### config.mk
export PLATFORM = sky130hd
export DESIGN_NAME = rffe_master
export DESIGN_NICKNAME = d
export VERILOG_FILES = /design/src/rffe_pkg.sv /design/src/rffe_clk_div.sv /design/src/rffe_frame_buf.sv /design/src/rffe_frame_seq.sv /design/src/rffe_master.sv
export VERILOG_INCLUDE_DIRS = /design/src
export SDC_FILE = /design/constraint.sdc
export NUM_CORES = 1
export LEC_CHECK = 0
export BUFFER_PORTS_ARGS = -buffer_cell sky130_fd_sc_hd__buf_4
export CORE_MARGIN = 2
export CORE_UTILIZATION = 30
export CTS_CLUSTER_SIZE = 14
export DETAILED_ROUTE_END_ITERATION = 6
export PLACE_DENSITY = 0.52
export SLEW_MARGIN = 20
export SYNTH_ARGS = -nofsm -noshare
export SYNTH_HDL_FRONTEND = slang
export SYNTH_SLANG_ARGS = --single-unit
### constraint.sdc
create_clock -name clk -period 4.2 [get_ports clk]
set_clock_uncertainty 0.15 [all_clocks]
set_input_delay 0.21 -clock clk [delete_from_list [all_inputs] [get_ports clk]]
set_output_delay 0.21 -clock clk [all_outputs]
set_load 0.005 [all_outputs]
### src/rffe_settings.svh
// one 8-slot frame buffer and one data byte per frame; only register, read and reg-0 commands
`ifndef RFFE_SETTINGS_SVH
`define RFFE_SETTINGS_SVH

//////////////////////////////////////////////////
// widths
//////////////////////////////////////////////////
`define RFFE_DIV_NBIT       8   // bus clock period in clk cycles
`define RFFE_BUF_ADDR_NBIT  3
`define RFFE_DATA_NBIT      8
`define RFFE_SA_NBIT        4   // slave address bits on the bus

// divide values below this are clamped
`define RFFE_DIV_MIN        2

//////////////////////////////////////////////////
// frame buffer slots
//////////////////////////////////////////////////
`define RFFE_SA_SLOT        3'd0
`define RFFE_CMD_SLOT       3'd1
`define RFFE_ADDR_SLOT      3'd2
`define RFFE_DATA_SLOT      3'd3  // write byte, or the captured read byte

//////////////////////////////////////////////////
// command decode
//////////////////////////////////////////////////
`define RFFE_CMD_REG_MASK   8'he0 // cmd[7:5]
`define RFFE_CMD_ZERO_MASK  8'h80 // cmd[7]
`define RFFE_CMD_WR_PAT     8'h40 // 010x_xxxx
`define RFFE_CMD_RD_PAT     8'h60 // 011x_xxxx
`define RFFE_CMD_WRZERO_PAT 8'h80 // 1xxx_xxxx

`endif

### src/rffe_pkg.sv
// shared types only; widths come from rffe_settings.svh and must not be changed independently
`include "rffe_settings.svh"

`default_nettype none

package rffe_pkg;

   //////////////////////////////////////////////////
   // vectors
   //////////////////////////////////////////////////
   typedef logic [`RFFE_DIV_NBIT-1:0]      div_t;      // bus clock period, clk cycles
   typedef logic [`RFFE_BUF_ADDR_NBIT-1:0] buf_addr_t;
   typedef logic [`RFFE_DATA_NBIT-1:0]     bus_byte_t;

   // sequencer states, stepped on bit ticks
   typedef enum logic [2:0] {
      st_idle,
      st_ssc,     // sequence start, sclk held low
      st_sa,
      st_cmd,     // command byte plus parity
      st_data,    // write byte plus parity
      st_park,
      st_rd_data, // eight slave bits plus slave parity
      st_done
   } seq_state_e;

   //////////////////////////////////////////////////
   // structs
   //////////////////////////////////////////////////
   // sequencer side of the frame buffer
   typedef struct packed {
      logic      wr;
      buf_addr_t addr;
      bus_byte_t wdata;
   } buf_req_t;

   // bus drive before the phase gating in the top level
   typedef struct packed {
      logic sclk_en;
      logic sdata;
      logic sdata_en;
      logic park;     // park bit, sdata_en only in the first half
   } bus_drive_t;

endpackage

`default_nettype wire

### src/rffe_clk_div.sv
// div below RFFE_DIV_MIN is clamped; a set restarts the bit timing, first tick div cycles later
`include "rffe_settings.svh"

`default_nettype none

module rffe_clk_div (
   input  logic           clk,
   input  logic           i_arst_n,
   input  logic           i_set,
   input  rffe_pkg::div_t i_div,
   output logic           o_tick,
   output logic           o_first_half
);

   import rffe_pkg::*;

   div_t div_q;     // programmed period
   div_t cnt_q;     // cycles left in this bit
   div_t div_clamp;
   div_t high_len;  // sclk high time

   assign div_clamp = (i_div < div_t'(`RFFE_DIV_MIN)) ? div_t'(`RFFE_DIV_MIN) : i_div;

   //////////////////////////////////////////////////
   // period counter
   //////////////////////////////////////////////////
   always_ff @(posedge clk or negedge i_arst_n) begin
      if (!i_arst_n) begin
         div_q <= div_t'(`RFFE_DIV_MIN);
         cnt_q <= div_t'(`RFFE_DIV_MIN - 1);
      end else if (i_set) begin
         div_q <= div_clamp;
         cnt_q <= div_clamp - 1'b1;
      end else if (cnt_q == '0) begin
         cnt_q <= div_q - 1'b1; // next bit
      end else begin
         cnt_q <= cnt_q - 1'b1;
      end
   end

   // tick marks the edge where a new bit starts
   assign o_tick = (cnt_q == '0);

   // high for floor(div/2) cycles right after the tick
   assign high_len     = div_q >> 1;
   assign o_first_half = (cnt_q >= (div_q - high_len));

endmodule

`default_nettype wire

### src/rffe_frame_buf.sv
// host writes are dropped while busy; both read ports return data one clk cycle after the address
`include "rffe_settings.svh"

`default_nettype none

module rffe_frame_buf (
   input  logic                clk,
   input  logic                i_arst_n,
   input  logic                i_busy,
   input  logic                i_host_wr,
   input  rffe_pkg::buf_addr_t i_host_addr,
   input  rffe_pkg::bus_byte_t i_host_wdata,
   output rffe_pkg::bus_byte_t o_host_rdata,
   input  rffe_pkg::buf_req_t  i_seq_req,
   output rffe_pkg::bus_byte_t o_seq_rdata
);

   import rffe_pkg::*;

   localparam int unsigned DEPTH = 2 ** `RFFE_BUF_ADDR_NBIT;

   bus_byte_t mem [DEPTH];
   logic      host_wr_ok;

   assign host_wr_ok = i_host_wr & ~i_busy; // frame contents frozen during a transfer

   //////////////////////////////////////////////////
   // storage
   //////////////////////////////////////////////////
   always_ff @(posedge clk or negedge i_arst_n) begin
      if (!i_arst_n) begin
         for (int i = 0; i < DEPTH; i++) begin
            mem[i] <= '0;
         end
      end else if (i_seq_req.wr) begin
         mem[i_seq_req.addr] <= i_seq_req.wdata; // captured read byte
      end else if (host_wr_ok) begin
         mem[i_host_addr] <= i_host_wdata;
      end
   end

   //////////////////////////////////////////////////
   // registered reads
   //////////////////////////////////////////////////
   always_ff @(posedge clk or negedge i_arst_n) begin
      if (!i_arst_n) begin
         o_host_rdata <= '0;
         o_seq_rdata  <= '0;
      end else begin
         o_host_rdata <= mem[i_host_addr];
         o_seq_rdata  <= mem[i_seq_req.addr];
      end
   end

endmodule

`default_nettype wire

### src/rffe_frame_seq.sv
// needs at least 2 clk cycles per tick for buffer reads; slave read parity is not checked
`include "rffe_settings.svh"

`default_nettype none

module rffe_frame_seq (
   input  logic                 clk,
   input  logic                 i_arst_n,
   input  logic                 i_tick,
   input  logic                 i_start,
   input  logic                 i_sdata,
   input  rffe_pkg::bus_byte_t  i_buf_rdata,
   output rffe_pkg::buf_req_t   o_buf_req,
   output rffe_pkg::bus_drive_t o_bus,
   output logic                 o_busy,
   output logic                 o_done
);

   import rffe_pkg::*;

   localparam int         MSB       = `RFFE_DATA_NBIT - 1;
   localparam logic [3:0] BYTE_BITS = 4'(`RFFE_DATA_NBIT);
   localparam logic [3:0] SA_FIRST  = 4'(`RFFE_SA_NBIT - 1);

   seq_state_e state_q;
   bus_byte_t  shift_q;      // msb goes out first
   bus_byte_t  cmd_q;
   logic [3:0] cnt_q;        // bits left, 0 is the parity bit
   logic       par_q;        // xor of the bits sent so far
   logic       start_pend_q;
   logic       turn_q;       // this park bit hands the bus to the slave
   logic       is_wr_q;
   logic       is_rd_q;
   logic       is_zero_q;
   buf_req_t   req_q;
   logic       go;
   logic       dec_wr;
   logic       dec_rd;
   logic       dec_zero;

   // command class of the byte coming out of the buffer
   assign dec_zero = (i_buf_rdata & `RFFE_CMD_ZERO_MASK) == `RFFE_CMD_WRZERO_PAT;
   assign dec_wr   = (i_buf_rdata & `RFFE_CMD_REG_MASK) == `RFFE_CMD_WR_PAT;
   assign dec_rd   = (i_buf_rdata & `RFFE_CMD_REG_MASK) == `RFFE_CMD_RD_PAT;

   //////////////////////////////////////////////////
   // start latch
   //////////////////////////////////////////////////
   assign go = i_tick & (start_pend_q | i_start) & (state_q == st_idle);

   always_ff @(posedge clk or negedge i_arst_n) begin
      if (!i_arst_n) begin
         start_pend_q <= 1'b0;
      end else if (state_q != st_idle || go) begin
         start_pend_q <= 1'b0; // a start during a frame is dropped
      end else if (i_start) begin
         start_pend_q <= 1'b1;
      end
   end

   //////////////////////////////////////////////////
   // frame FSM
   //////////////////////////////////////////////////
   always_ff @(posedge clk or negedge i_arst_n) begin
      if (!i_arst_n) begin
         state_q   <= st_idle;
         shift_q   <= '0;
         cmd_q     <= '0;
         cnt_q     <= '0;
         par_q     <= 1'b0;
         turn_q    <= 1'b0;
         is_wr_q   <= 1'b0;
         is_rd_q   <= 1'b0;
         is_zero_q <= 1'b0;
         req_q     <= '{wr: 1'b0, addr: `RFFE_SA_SLOT, wdata: '0};
      end else begin
         req_q.wr <= 1'b0; // write strobe is one cycle
         case (state_q)
            st_idle: begin
               req_q.addr <= `RFFE_SA_SLOT; // slave address ready before the ssc ends
               if (go) begin
                  state_q <= st_ssc;
                  shift_q <= bus_byte_t'(1) << MSB; // ssc is 1 then 0
                  cnt_q   <= 4'd1;
               end
            end
            st_ssc: if (i_tick) begin
               shift_q <= shift_q << 1;
               cnt_q   <= cnt_q - 1'b1;
               if (cnt_q == '0) begin
                  state_q    <= st_sa;
                  shift_q    <= {i_buf_rdata[`RFFE_SA_NBIT-1:0],
                                 {(`RFFE_DATA_NBIT-`RFFE_SA_NBIT){1'b0}}};
                  cnt_q      <= SA_FIRST;
                  par_q      <= 1'b0;
                  req_q.addr <= `RFFE_CMD_SLOT;
               end
            end
            st_sa: if (i_tick) begin
               shift_q <= shift_q << 1;
               par_q   <= par_q ^ shift_q[MSB];
               cnt_q   <= cnt_q - 1'b1;
               if (cnt_q == SA_FIRST) begin
                  // command byte is in, fetch the slot that fills its low bits
                  cmd_q      <= i_buf_rdata;
                  is_wr_q    <= dec_wr;
                  is_rd_q    <= dec_rd;
                  is_zero_q  <= dec_zero;
                  req_q.addr <= dec_zero ? `RFFE_DATA_SLOT : `RFFE_ADDR_SLOT;
               end
               if (cnt_q == '0) begin
                  state_q    <= st_cmd;
                  cnt_q      <= BYTE_BITS;
                  req_q.addr <= `RFFE_DATA_SLOT;
                  if (is_zero_q) begin
                     shift_q <= {cmd_q[7], i_buf_rdata[6:0]};
                  end else if (is_wr_q || is_rd_q) begin
                     shift_q <= {cmd_q[7:5], i_buf_rdata[4:0]};
                  end else begin
                     shift_q <= cmd_q; // sent as is, then aborted
                  end
               end
            end
            st_cmd, st_data: if (i_tick) begin
               if (cnt_q != '0) begin
                  shift_q <= shift_q << 1;
                  par_q   <= par_q ^ shift_q[MSB];
                  cnt_q   <= cnt_q - 1'b1;
               end else if (state_q == st_cmd && is_wr_q) begin
                  state_q <= st_data;
                  shift_q <= i_buf_rdata;
                  cnt_q   <= BYTE_BITS;
                  par_q   <= 1'b0; // data frame has its own parity
               end else if (state_q == st_data || is_rd_q || is_zero_q) begin
                  state_q <= st_park;
                  turn_q  <= (state_q == st_cmd) & is_rd_q;
               end else begin
                  state_q <= st_idle; // unknown command, no done
               end
            end
            st_park: if (i_tick) begin
               if (turn_q) begin
                  state_q <= st_rd_data;
                  shift_q <= '0;
                  cnt_q   <= BYTE_BITS;
                  turn_q  <= 1'b0;
               end else begin
                  state_q <= st_done;
               end
            end
            st_rd_data: if (i_tick) begin
               // bit driven after its falling edge, sampled at the tick ending it
               if (cnt_q != '0) begin
                  shift_q <= {shift_q[MSB-1:0], i_sdata};
                  cnt_q   <= cnt_q - 1'b1;
               end else begin
                  state_q     <= st_park;
                  req_q.wr    <= 1'b1;
                  req_q.addr  <= `RFFE_DATA_SLOT;
                  req_q.wdata <= shift_q;
               end
            end
            st_done: state_q <= st_idle; // one clk cycle only
            default: state_q <= st_idle;
         endcase
      end
   end

   //////////////////////////////////////////////////
   // bus drive
   //////////////////////////////////////////////////
   always_comb begin
      o_bus = '0;
      case (state_q)
         st_ssc: begin
            o_bus.sdata    = shift_q[MSB];
            o_bus.sdata_en = 1'b1;
         end
         st_sa: begin
            o_bus.sclk_en  = 1'b1;
            o_bus.sdata    = shift_q[MSB];
            o_bus.sdata_en = 1'b1;
         end
         st_cmd, st_data: begin
            o_bus.sclk_en  = 1'b1;
            o_bus.sdata    = (cnt_q == '0) ? ~par_q : shift_q[MSB]; // odd parity
            o_bus.sdata_en = 1'b1;
         end
         st_park: begin
            o_bus.sclk_en  = 1'b1;
            o_bus.sdata_en = 1'b1;
            o_bus.park     = 1'b1;
         end
         st_rd_data: o_bus.sclk_en = 1'b1; // slave owns sdata
         default: ;
      endcase
   end

   assign o_busy    = (state_q != st_idle);
   assign o_done    = (state_q == st_done);
   assign o_buf_req = req_q;

endmodule

`default_nettype wire

### src/rffe_master.sv
// one clock domain; set the divider before start, a start while busy is ignored
`default_nettype none

module rffe_master (
   input  logic                clk,
   input  logic                i_arst_n,
   // divider setting
   input  logic                i_set,
   input  rffe_pkg::div_t      i_div,
   // control
   input  logic                i_start,
   output logic                o_done,
   output logic                o_busy,
   // host side of the frame buffer
   input  logic                i_buf_wr,
   input  rffe_pkg::buf_addr_t i_buf_addr,
   input  rffe_pkg::bus_byte_t i_buf_wdata,
   output rffe_pkg::bus_byte_t o_buf_rdata,
   // RFFE bus
   output logic                o_sclk,
   output logic                o_sdata,
   output logic                o_sdata_en,
   input  logic                i_sdata
);

   import rffe_pkg::*;

   logic       tick;
   logic       first_half;
   buf_req_t   seq_req;
   bus_byte_t  seq_rdata;
   bus_drive_t bus_drv;

   //////////////////////////////////////////////////
   // blocks
   //////////////////////////////////////////////////
   rffe_clk_div u_clk_div (
      .clk          (clk),
      .i_arst_n     (i_arst_n),
      .i_set        (i_set),
      .i_div        (i_div),
      .o_tick       (tick),
      .o_first_half (first_half)
   );

   rffe_frame_buf u_frame_buf (
      .clk          (clk),
      .i_arst_n     (i_arst_n),
      .i_busy       (o_busy),
      .i_host_wr    (i_buf_wr),
      .i_host_addr  (i_buf_addr),
      .i_host_wdata (i_buf_wdata),
      .o_host_rdata (o_buf_rdata),
      .i_seq_req    (seq_req),
      .o_seq_rdata  (seq_rdata)
   );

   rffe_frame_seq u_frame_seq (
      .clk          (clk),
      .i_arst_n     (i_arst_n),
      .i_tick       (tick),
      .i_start      (i_start),
      .i_sdata      (i_sdata),
      .i_buf_rdata  (seq_rdata),
      .o_buf_req    (seq_req),
      .o_bus        (bus_drv),
      .o_busy       (o_busy),
      .o_done       (o_done)
   );

   // bus pins
   assign o_sclk     = bus_drv.sclk_en & first_half;
   assign o_sdata    = bus_drv.sdata;
   assign o_sdata_en = bus_drv.sdata_en & (~bus_drv.park | first_half); // park releases mid-bit

endmodule

`default_nettype wire

==> run summary, run 1 <==
grt ovf: 0
Worst EP arrival: 3470 ps
clk_lat worst skew: 430 ps
Leak: 3.91 nW
crit-path max FO: 5
most frequent cell after synthesis: dfrtp_1
first-pass GRT wire length: 31,500 um
number of flops mapped to enable cells by yosys: 0
final setup vio count: 0
largest net degree at the start of global routing: 72
Iteration-0 DRC Markers: 490
clk sink count: 135
clock root buffer: clkbuf_16
r2r endpoint: u_frame_seq.cnt_q[2]
Final #Nets: 812
Die H: 160 um
final hold vios: 0
wire per inst: 17.4 um
first-pass iteration count of the detailed router: 7
Worst R2R Path Depth: 8
RSZ-0062 raised after global routing: no
CTS resizes: 0
Syn-to-layout area delta: 19.4%
outcome: completed
final total power: 3.47 mW
HP Class: in2reg
post-CTS setup buffer count: 0
DRT Wirelength: 19,200 um
row count: 57
minimum clock period: 3830 ps
Clock transition at path regs: 70 ps
async set-reset flop share out of synthesis: 1.00
die area: 25,700 um^2
worst r2r src: u_frame_seq.cnt_q[0]
Worst Tran Pin Value: 845 ps
final instance area: 8740 um^2
Primary FF master, synth: dfrtp_1
CTS tree: done
critical path class: reg2out
CTS Hold Bufs: 22
DRC violations left: 0
Critical Path Max Stage Delay: 580 ps
DR vias: 5,808
detailed-placement wirelength estimate: 13,300 um
post-synthesis sequential area ratio: 0.462
Rel. slew slack: 0.433
max cap viols: 0
top post-synthesis cells by area: dfrtp_1 45%, mux2_2 8.2%, o21ai_0 4.4%, a21oi_1 4.2%, a32oi_1 3.9%
Post-synth top cells: 133 x dfrtp_1, 65 x o21ai_0, 61 x a21oi_1
number of distinct library cells after synthesis: 65
cell accounting for the most synthesized area: dfrtp_1
DRT antenna net count: 0
Setup TNS Final: 0 ps
Clock Path Buffers: 2
Final period util: 0.911
fmax: 261 MHz
critical-path cell list: ha_1 > nor2b_1 > o21ai_0 > a21oi_1 > o21ai_0 > nand2b_1 > xnor2_1 > ha_1 > a2111oi_0 > a21oi_1 > o31a_1 > buf_4
Global Route Usage Sum: 0.155
Crit. End Element: output pin
GPL Wtd Cong: 0.778
number of global-route vias before repair: 5,586
syn nets: 760
routed vias/inst: 5.26
diode count: 0
Netlist Area Pre-Place: 7320 um^2
Die Wd: 160 um
CP Launch Type: flip-flop
final slew viol count: 0
crit path capture: o_sdata_en
antenna violations before repair: 0
Critical path origin: u_clk_div.div_q[1]
fraction of layout cells with a size suffix above 1: 0.205
post-synthesis cell count: 716
CTS H-Tree Depth: 4
Seq cells post-synth: 135
Initial Util: 0.304
area share of the largest cell type after synthesis: 0.455
Placed Instance Area: 7940 um^2
Inserted Clock Buffers: 17
Mean Syn Cell Area: 10.2 um^2
critical path data required time: 3840 ps
Max IR drop VDD: 0.197 mV
Core Box Area: 24,100 um^2
Slowest cell on crit path: dfstp_2
pwr dens: 397 nW/um^2
Synth Warn #: 0
Top-Level Pins: 38
internal reg-to-reg setup slack: 1330 ps
IO buf count: 37
==> final cells by class <==
type / count / area, um^2
Clock inverter: 15 / 159
Tap cell: 324 / 405
Multi-Input combinational cell: 509 / 3650
Inverter: 33 / 124
Sequential cell: 135 / 3380
Timing Repair Buffer: 72 / 599
Fill cell: 2470 / 15400
Clock buffer: 17 / 425
==> power breakdown <==
part	total (mW)	switching, mW	internal, mW
combinational	0.502	0.265	0.238
sequential	1.46	0.0902	1.37
clock	1.51	0.667	0.843
==> cell usage in the layout (no fill, tap or decap), types with 17 or more instances in the layout <==
cell type	n
a21oi_1	61
dfrtp_1	133
nand2_1	49
clkbuf_16	17
a32oi_1	33
ha_1	18
buf_4	49
inv_1	32
o21ai_0	65
mux2_2	53
nor2_1	59
dlygate4sd3_1	22
==> through the flow <==
step | util | instances | setup WS, ps | hold slack [ps]
after detailed placement | 0.329 | 1051 | 843 | 124
final | 0.363 | 1105 | 374 | 15.3
after global routing | 0.363 | 1105 | 4.59 | 33.3
after global placement | 0.329 | 1051 | 896 | 123
after CTS | 0.363 | 1105 | 365 | 3.82
after floorplan | - | 716 | 1180 | -236
==> per-layer routing <==
metal,track usage,wire (um)
met3,0.0306,956
met1,0.225,9360
met2,0.237,8720
met5,0,0
met4,0.0364,184
==> worst max-delay path, delay by kind of cell, from the launching register on <==
family / cells / cell delay (ps)
AND/OR/NAND/NOR: 2 / 220
flip-flops: 1 / 580
adder cells (fa/ha/maj): 2 / 530
XOR/XNOR: 1 / 130
AO/OA/AOI/OAI: 6 / 1430
buffers and inverters: 1 / 130
==> worst min-delay path by stage <==
stage	startpoint	to	cells after the start
after floorplan	i_arst_n	u_clk_div.cnt_q[1]	0
after global placement	i_arst_n	u_frame_buf.mem[1]	1
after detailed placement	i_arst_n	u_frame_buf.mem[9]	1
after CTS	i_set	u_clk_div.div_q[2]	2
after global routing	i_set	u_clk_div.div_q[2]	2
final	i_set	u_clk_div.div_q[4]	2
==> cells by family after synthesis <==
logic type | synth area share
xor gates and xnor gates | 0.0144
buffers and inverters | 0.0397
and+or+nand+nor | 0.124
AOI/OAI and AO/OA | 0.195
DFF | 0.462
adders and majority gates | 0.0335
muxes | 0.131
==> state kept, by name, summed over array words and instances, names as in the netlist, 3 cells and up <==
signal / count
u_frame_seq.cmd_q: 7
u_frame_buf.o_host_rdata: 8
u_clk_div.cnt_q: 8
u_clk_div.div_q: 8
u_frame_seq.o_buf_req: 11
u_frame_seq.state_q: 3
u_frame_seq.cnt_q: 4
u_frame_seq.shift_q: 8
u_frame_buf.o_seq_rdata: 8
u_frame_buf.mem: 64
No activity file was read; power rests on OpenSTA's default activity.
==> run 2, diff against run 1 <==
--- a/config.mk
+++ b/config.mk
@@ -6,7 +6,9 @@
 export SDC_FILE = /design/constraint.sdc
 export NUM_CORES = 1
 export LEC_CHECK = 0
+export ABC_AREA = 1
 export BUFFER_PORTS_ARGS = -buffer_cell sky130_fd_sc_hd__buf_4
+export CAP_MARGIN = 20
 export CORE_MARGIN = 2
 export CORE_UTILIZATION = 30
 export CTS_CLUSTER_SIZE = 14
==> run 2 against run 1 <==
Compared with the run above:
- hold slack better by 7.9 ps
- global-route usage up 1.3 points
- clock power up 7%
- register-to-register slack better by 200 ps
- non-clock buffer count down 10
- area after synthesis up 1.3%
- synthesized cell count up 35%
- via count up 14%
- sequential cell count unchanged
- largest cell class unchanged
==> run summary, run 2 <==
CTS H-Tree Depth: 4
Syn-to-layout area delta: 19.0%
Initial Util: 0.305
wire per inst: 15.3 um
post-CTS setup buffer count: 0
clock root buffer: clkbuf_16
Netlist Area Pre-Place: 7410 um^2
Leak: 4.23 nW
post-synthesis sequential area ratio: 0.456
r2r endpoint: u_frame_seq.state_q[2]
DRT antenna net count: 0
final instance area: 8820 um^2
max FFs per register: 64
Setup TNS Final: 0 ps
top post-synthesis cells by area: dfrtp_1 45%, nand2_1 13%, o21ai_0 7.6%, inv_1 6.2%, o22ai_1 3.5%
fmax: 282 MHz
number of flops mapped to enable cells by yosys: 0
Rel. slew slack: 0.387
final setup vio count: 0
critical path data required time: 3840 ps
IO buf count: 37
CTS tree: done
Global Route Usage Sum: 0.168
Biggest register: u_frame_buf.mem
row count: 57
antenna violations before repair: 0
async set-reset flop share out of synthesis: 1.00
critical path class: reg2out
crit-path max FO: 4
compound-cell area share of the yosys netlist: 0.190
HP Class: in2reg
Top-Level Pins: 38
die area: 26,000 um^2
worst r2r src: u_frame_seq.cnt_q[0]
number of distinct library cells after synthesis: 41
commonest cells after routing, fill and taps aside: 258 x nand2_1, 133 x dfrtp_1, 123 x inv_1
clk sink count: 135
Seq cells post-synth: 135
Worst R2R Path Depth: 9
Final #Nets: 1,061
largest family of logic cells by synthesized area: simple AND/OR/NAND/NOR gates
Post-Synth Adder-Cell Area: 0.0331
final hold vios: 0
internal reg-to-reg setup slack: 1530 ps
Core Box Area: 24,300 um^2
routed vias/inst: 4.88
XOR/XNOR share of the synthesized area: 0.0130
pwr dens: 612 nW/um^2
largest net degree at the start of global routing: 78
clk_lat worst skew: 420 ps
most frequent cell after synthesis: nand2_1
Max IR drop VDD: 0.239 mV
RSZ-0062 raised after global routing: no
final slew viol count: 0
post-synthesis mux area share: 0.00675
CP Launch Type: flip-flop
Mean Syn Cell Area: 7.69 um^2
Die Wd: 161 um
Final period util: 0.846
syn nets: 1,008
GPL Wtd Cong: 0.811
DRC violations left: 0
minimum clock period: 3550 ps
max cap viols: 0
final core area utilization: 0.363
grt ovf: 0
area share of the largest cell type after synthesis: 0.449
CTS resizes: 0
Post-synth top cells: 258 x nand2_1, 133 x dfrtp_1, 123 x inv_1
Iteration-0 DRC Markers: 453
DR vias: 6,594
first-pass iteration count of the detailed router: 6
number of global-route vias before repair: 6,520
Synth Area in Simple Gates: 0.214
DRT Wirelength: 20,700 um
Synth Warn #: 0
Die H: 161 um
fraction of layout cells with a size suffix above 1: 0.0992
Placed Instance Area: 8010 um^2
Worst EP arrival: 3190 ps
first-pass GRT wire length: 34,500 um
diode count: 0
Worst Tran Pin Value: 915 ps
leading cell type in the layout, fill and taps excluded: nand2_1
Crit. End Element: output pin
outcome: completed
Clock transition at path regs: 50 ps
Primary FF master, synth: dfrtp_1
post-synthesis cell count: 964
Critical path origin: u_clk_div.div_q[1]
detailed-placement wirelength estimate: 14,500 um
Clock Path Buffers: 2
cell accounting for the most synthesized area: dfrtp_1
Inserted Clock Buffers: 17
crit path capture: o_sdata_en
run 2: cells by family (layout without fill, tap and decap cells):
kind of cell,after synthesis,in the layout
buffers and inverters,165,229
muxes,5,5
AOI/OAI and AO/OA,243,243
and+or+nand+nor,386,386
adders and majority gates,19,19
xor gates and xnor gates,11,11
DFF,135,135
run 2: what timing repair did:
item / in CTS / in global routing
endpoints found under the setup margin: 0 / 0
hold buffers: 19 / 0
hold endpoints to repair: 96 / 0
run 2: per-layer routing:
metal / wire length (um) / track usage
met5: 0 / 0
met4: 352 / 0.0580
met3: 742 / 0.0265
met2: 9480 / 0.264
met1: 10200 / 0.237
run 2: where the power goes:
group,leakage [nW],switching [mW],internal [mW]
registers,1.72,0.278,1.75
clock network,0.302,0.575,1.03
logic,2.20,1.16,0.611
total,4.23,2.01,3.39
run 2: worst max-delay path: stages (launching register included):
cell,delay [ps]
dfstp_2,570
ha_1,150
inv_1,50
fa_1,400
nand3_1,90
nand2_1,80
a21oi_1,140
nor2_1,60
nor2_1,100
xor2_1,160
ha_1,240
nand2_1,70
nor2_1,60
nand4_1,60
nand3_1,170
o22ai_1,170
inv_1,60
buf_4,130
run 2: worst min path at each step:
stage / start / endpoint / cells past startpoint
after global routing: i_div[0] / u_clk_div.div_q[0] / 4
after detailed placement: i_arst_n / u_clk_div.div_q[6] / 1
after global placement: i_arst_n / u_clk_div.div_q[6] / 1
after CTS: i_div[0] / u_clk_div.div_q[0] / 4
after floorplan: i_arst_n / u_clk_div.cnt_q[1] / 0
final: i_div[0] / u_clk_div.div_q[0] / 4
run 2: cell type report:
cell class                 instances  area, um^2
inverter                         137         514
timing repair buffer              62         517
clock inverter                     8         146
multi-input combinational        664        3380
sequential                       135        3380
tap                              324         405
clock buffer                      22         474
fill                            2579       15500
run 2: through the flow:
| stage | setup slack (ps) | instances | hold slack [ps] | total power [mW] |
|---|---|---|---|---|
| floorplan | 1490 | 964 | -236 | 3.24 |
| global route | 387 | 1352 | 47.7 | 5.81 |
| finish | 648 | 1352 | 23.2 | 5.40 |
| CTS | 617 | 1352 | 18.0 | 5.43 |
| detailed placement | 1060 | 1303 | 163 | 3.79 |
| global placement | 1090 | 1303 | 164 | 3.78 |
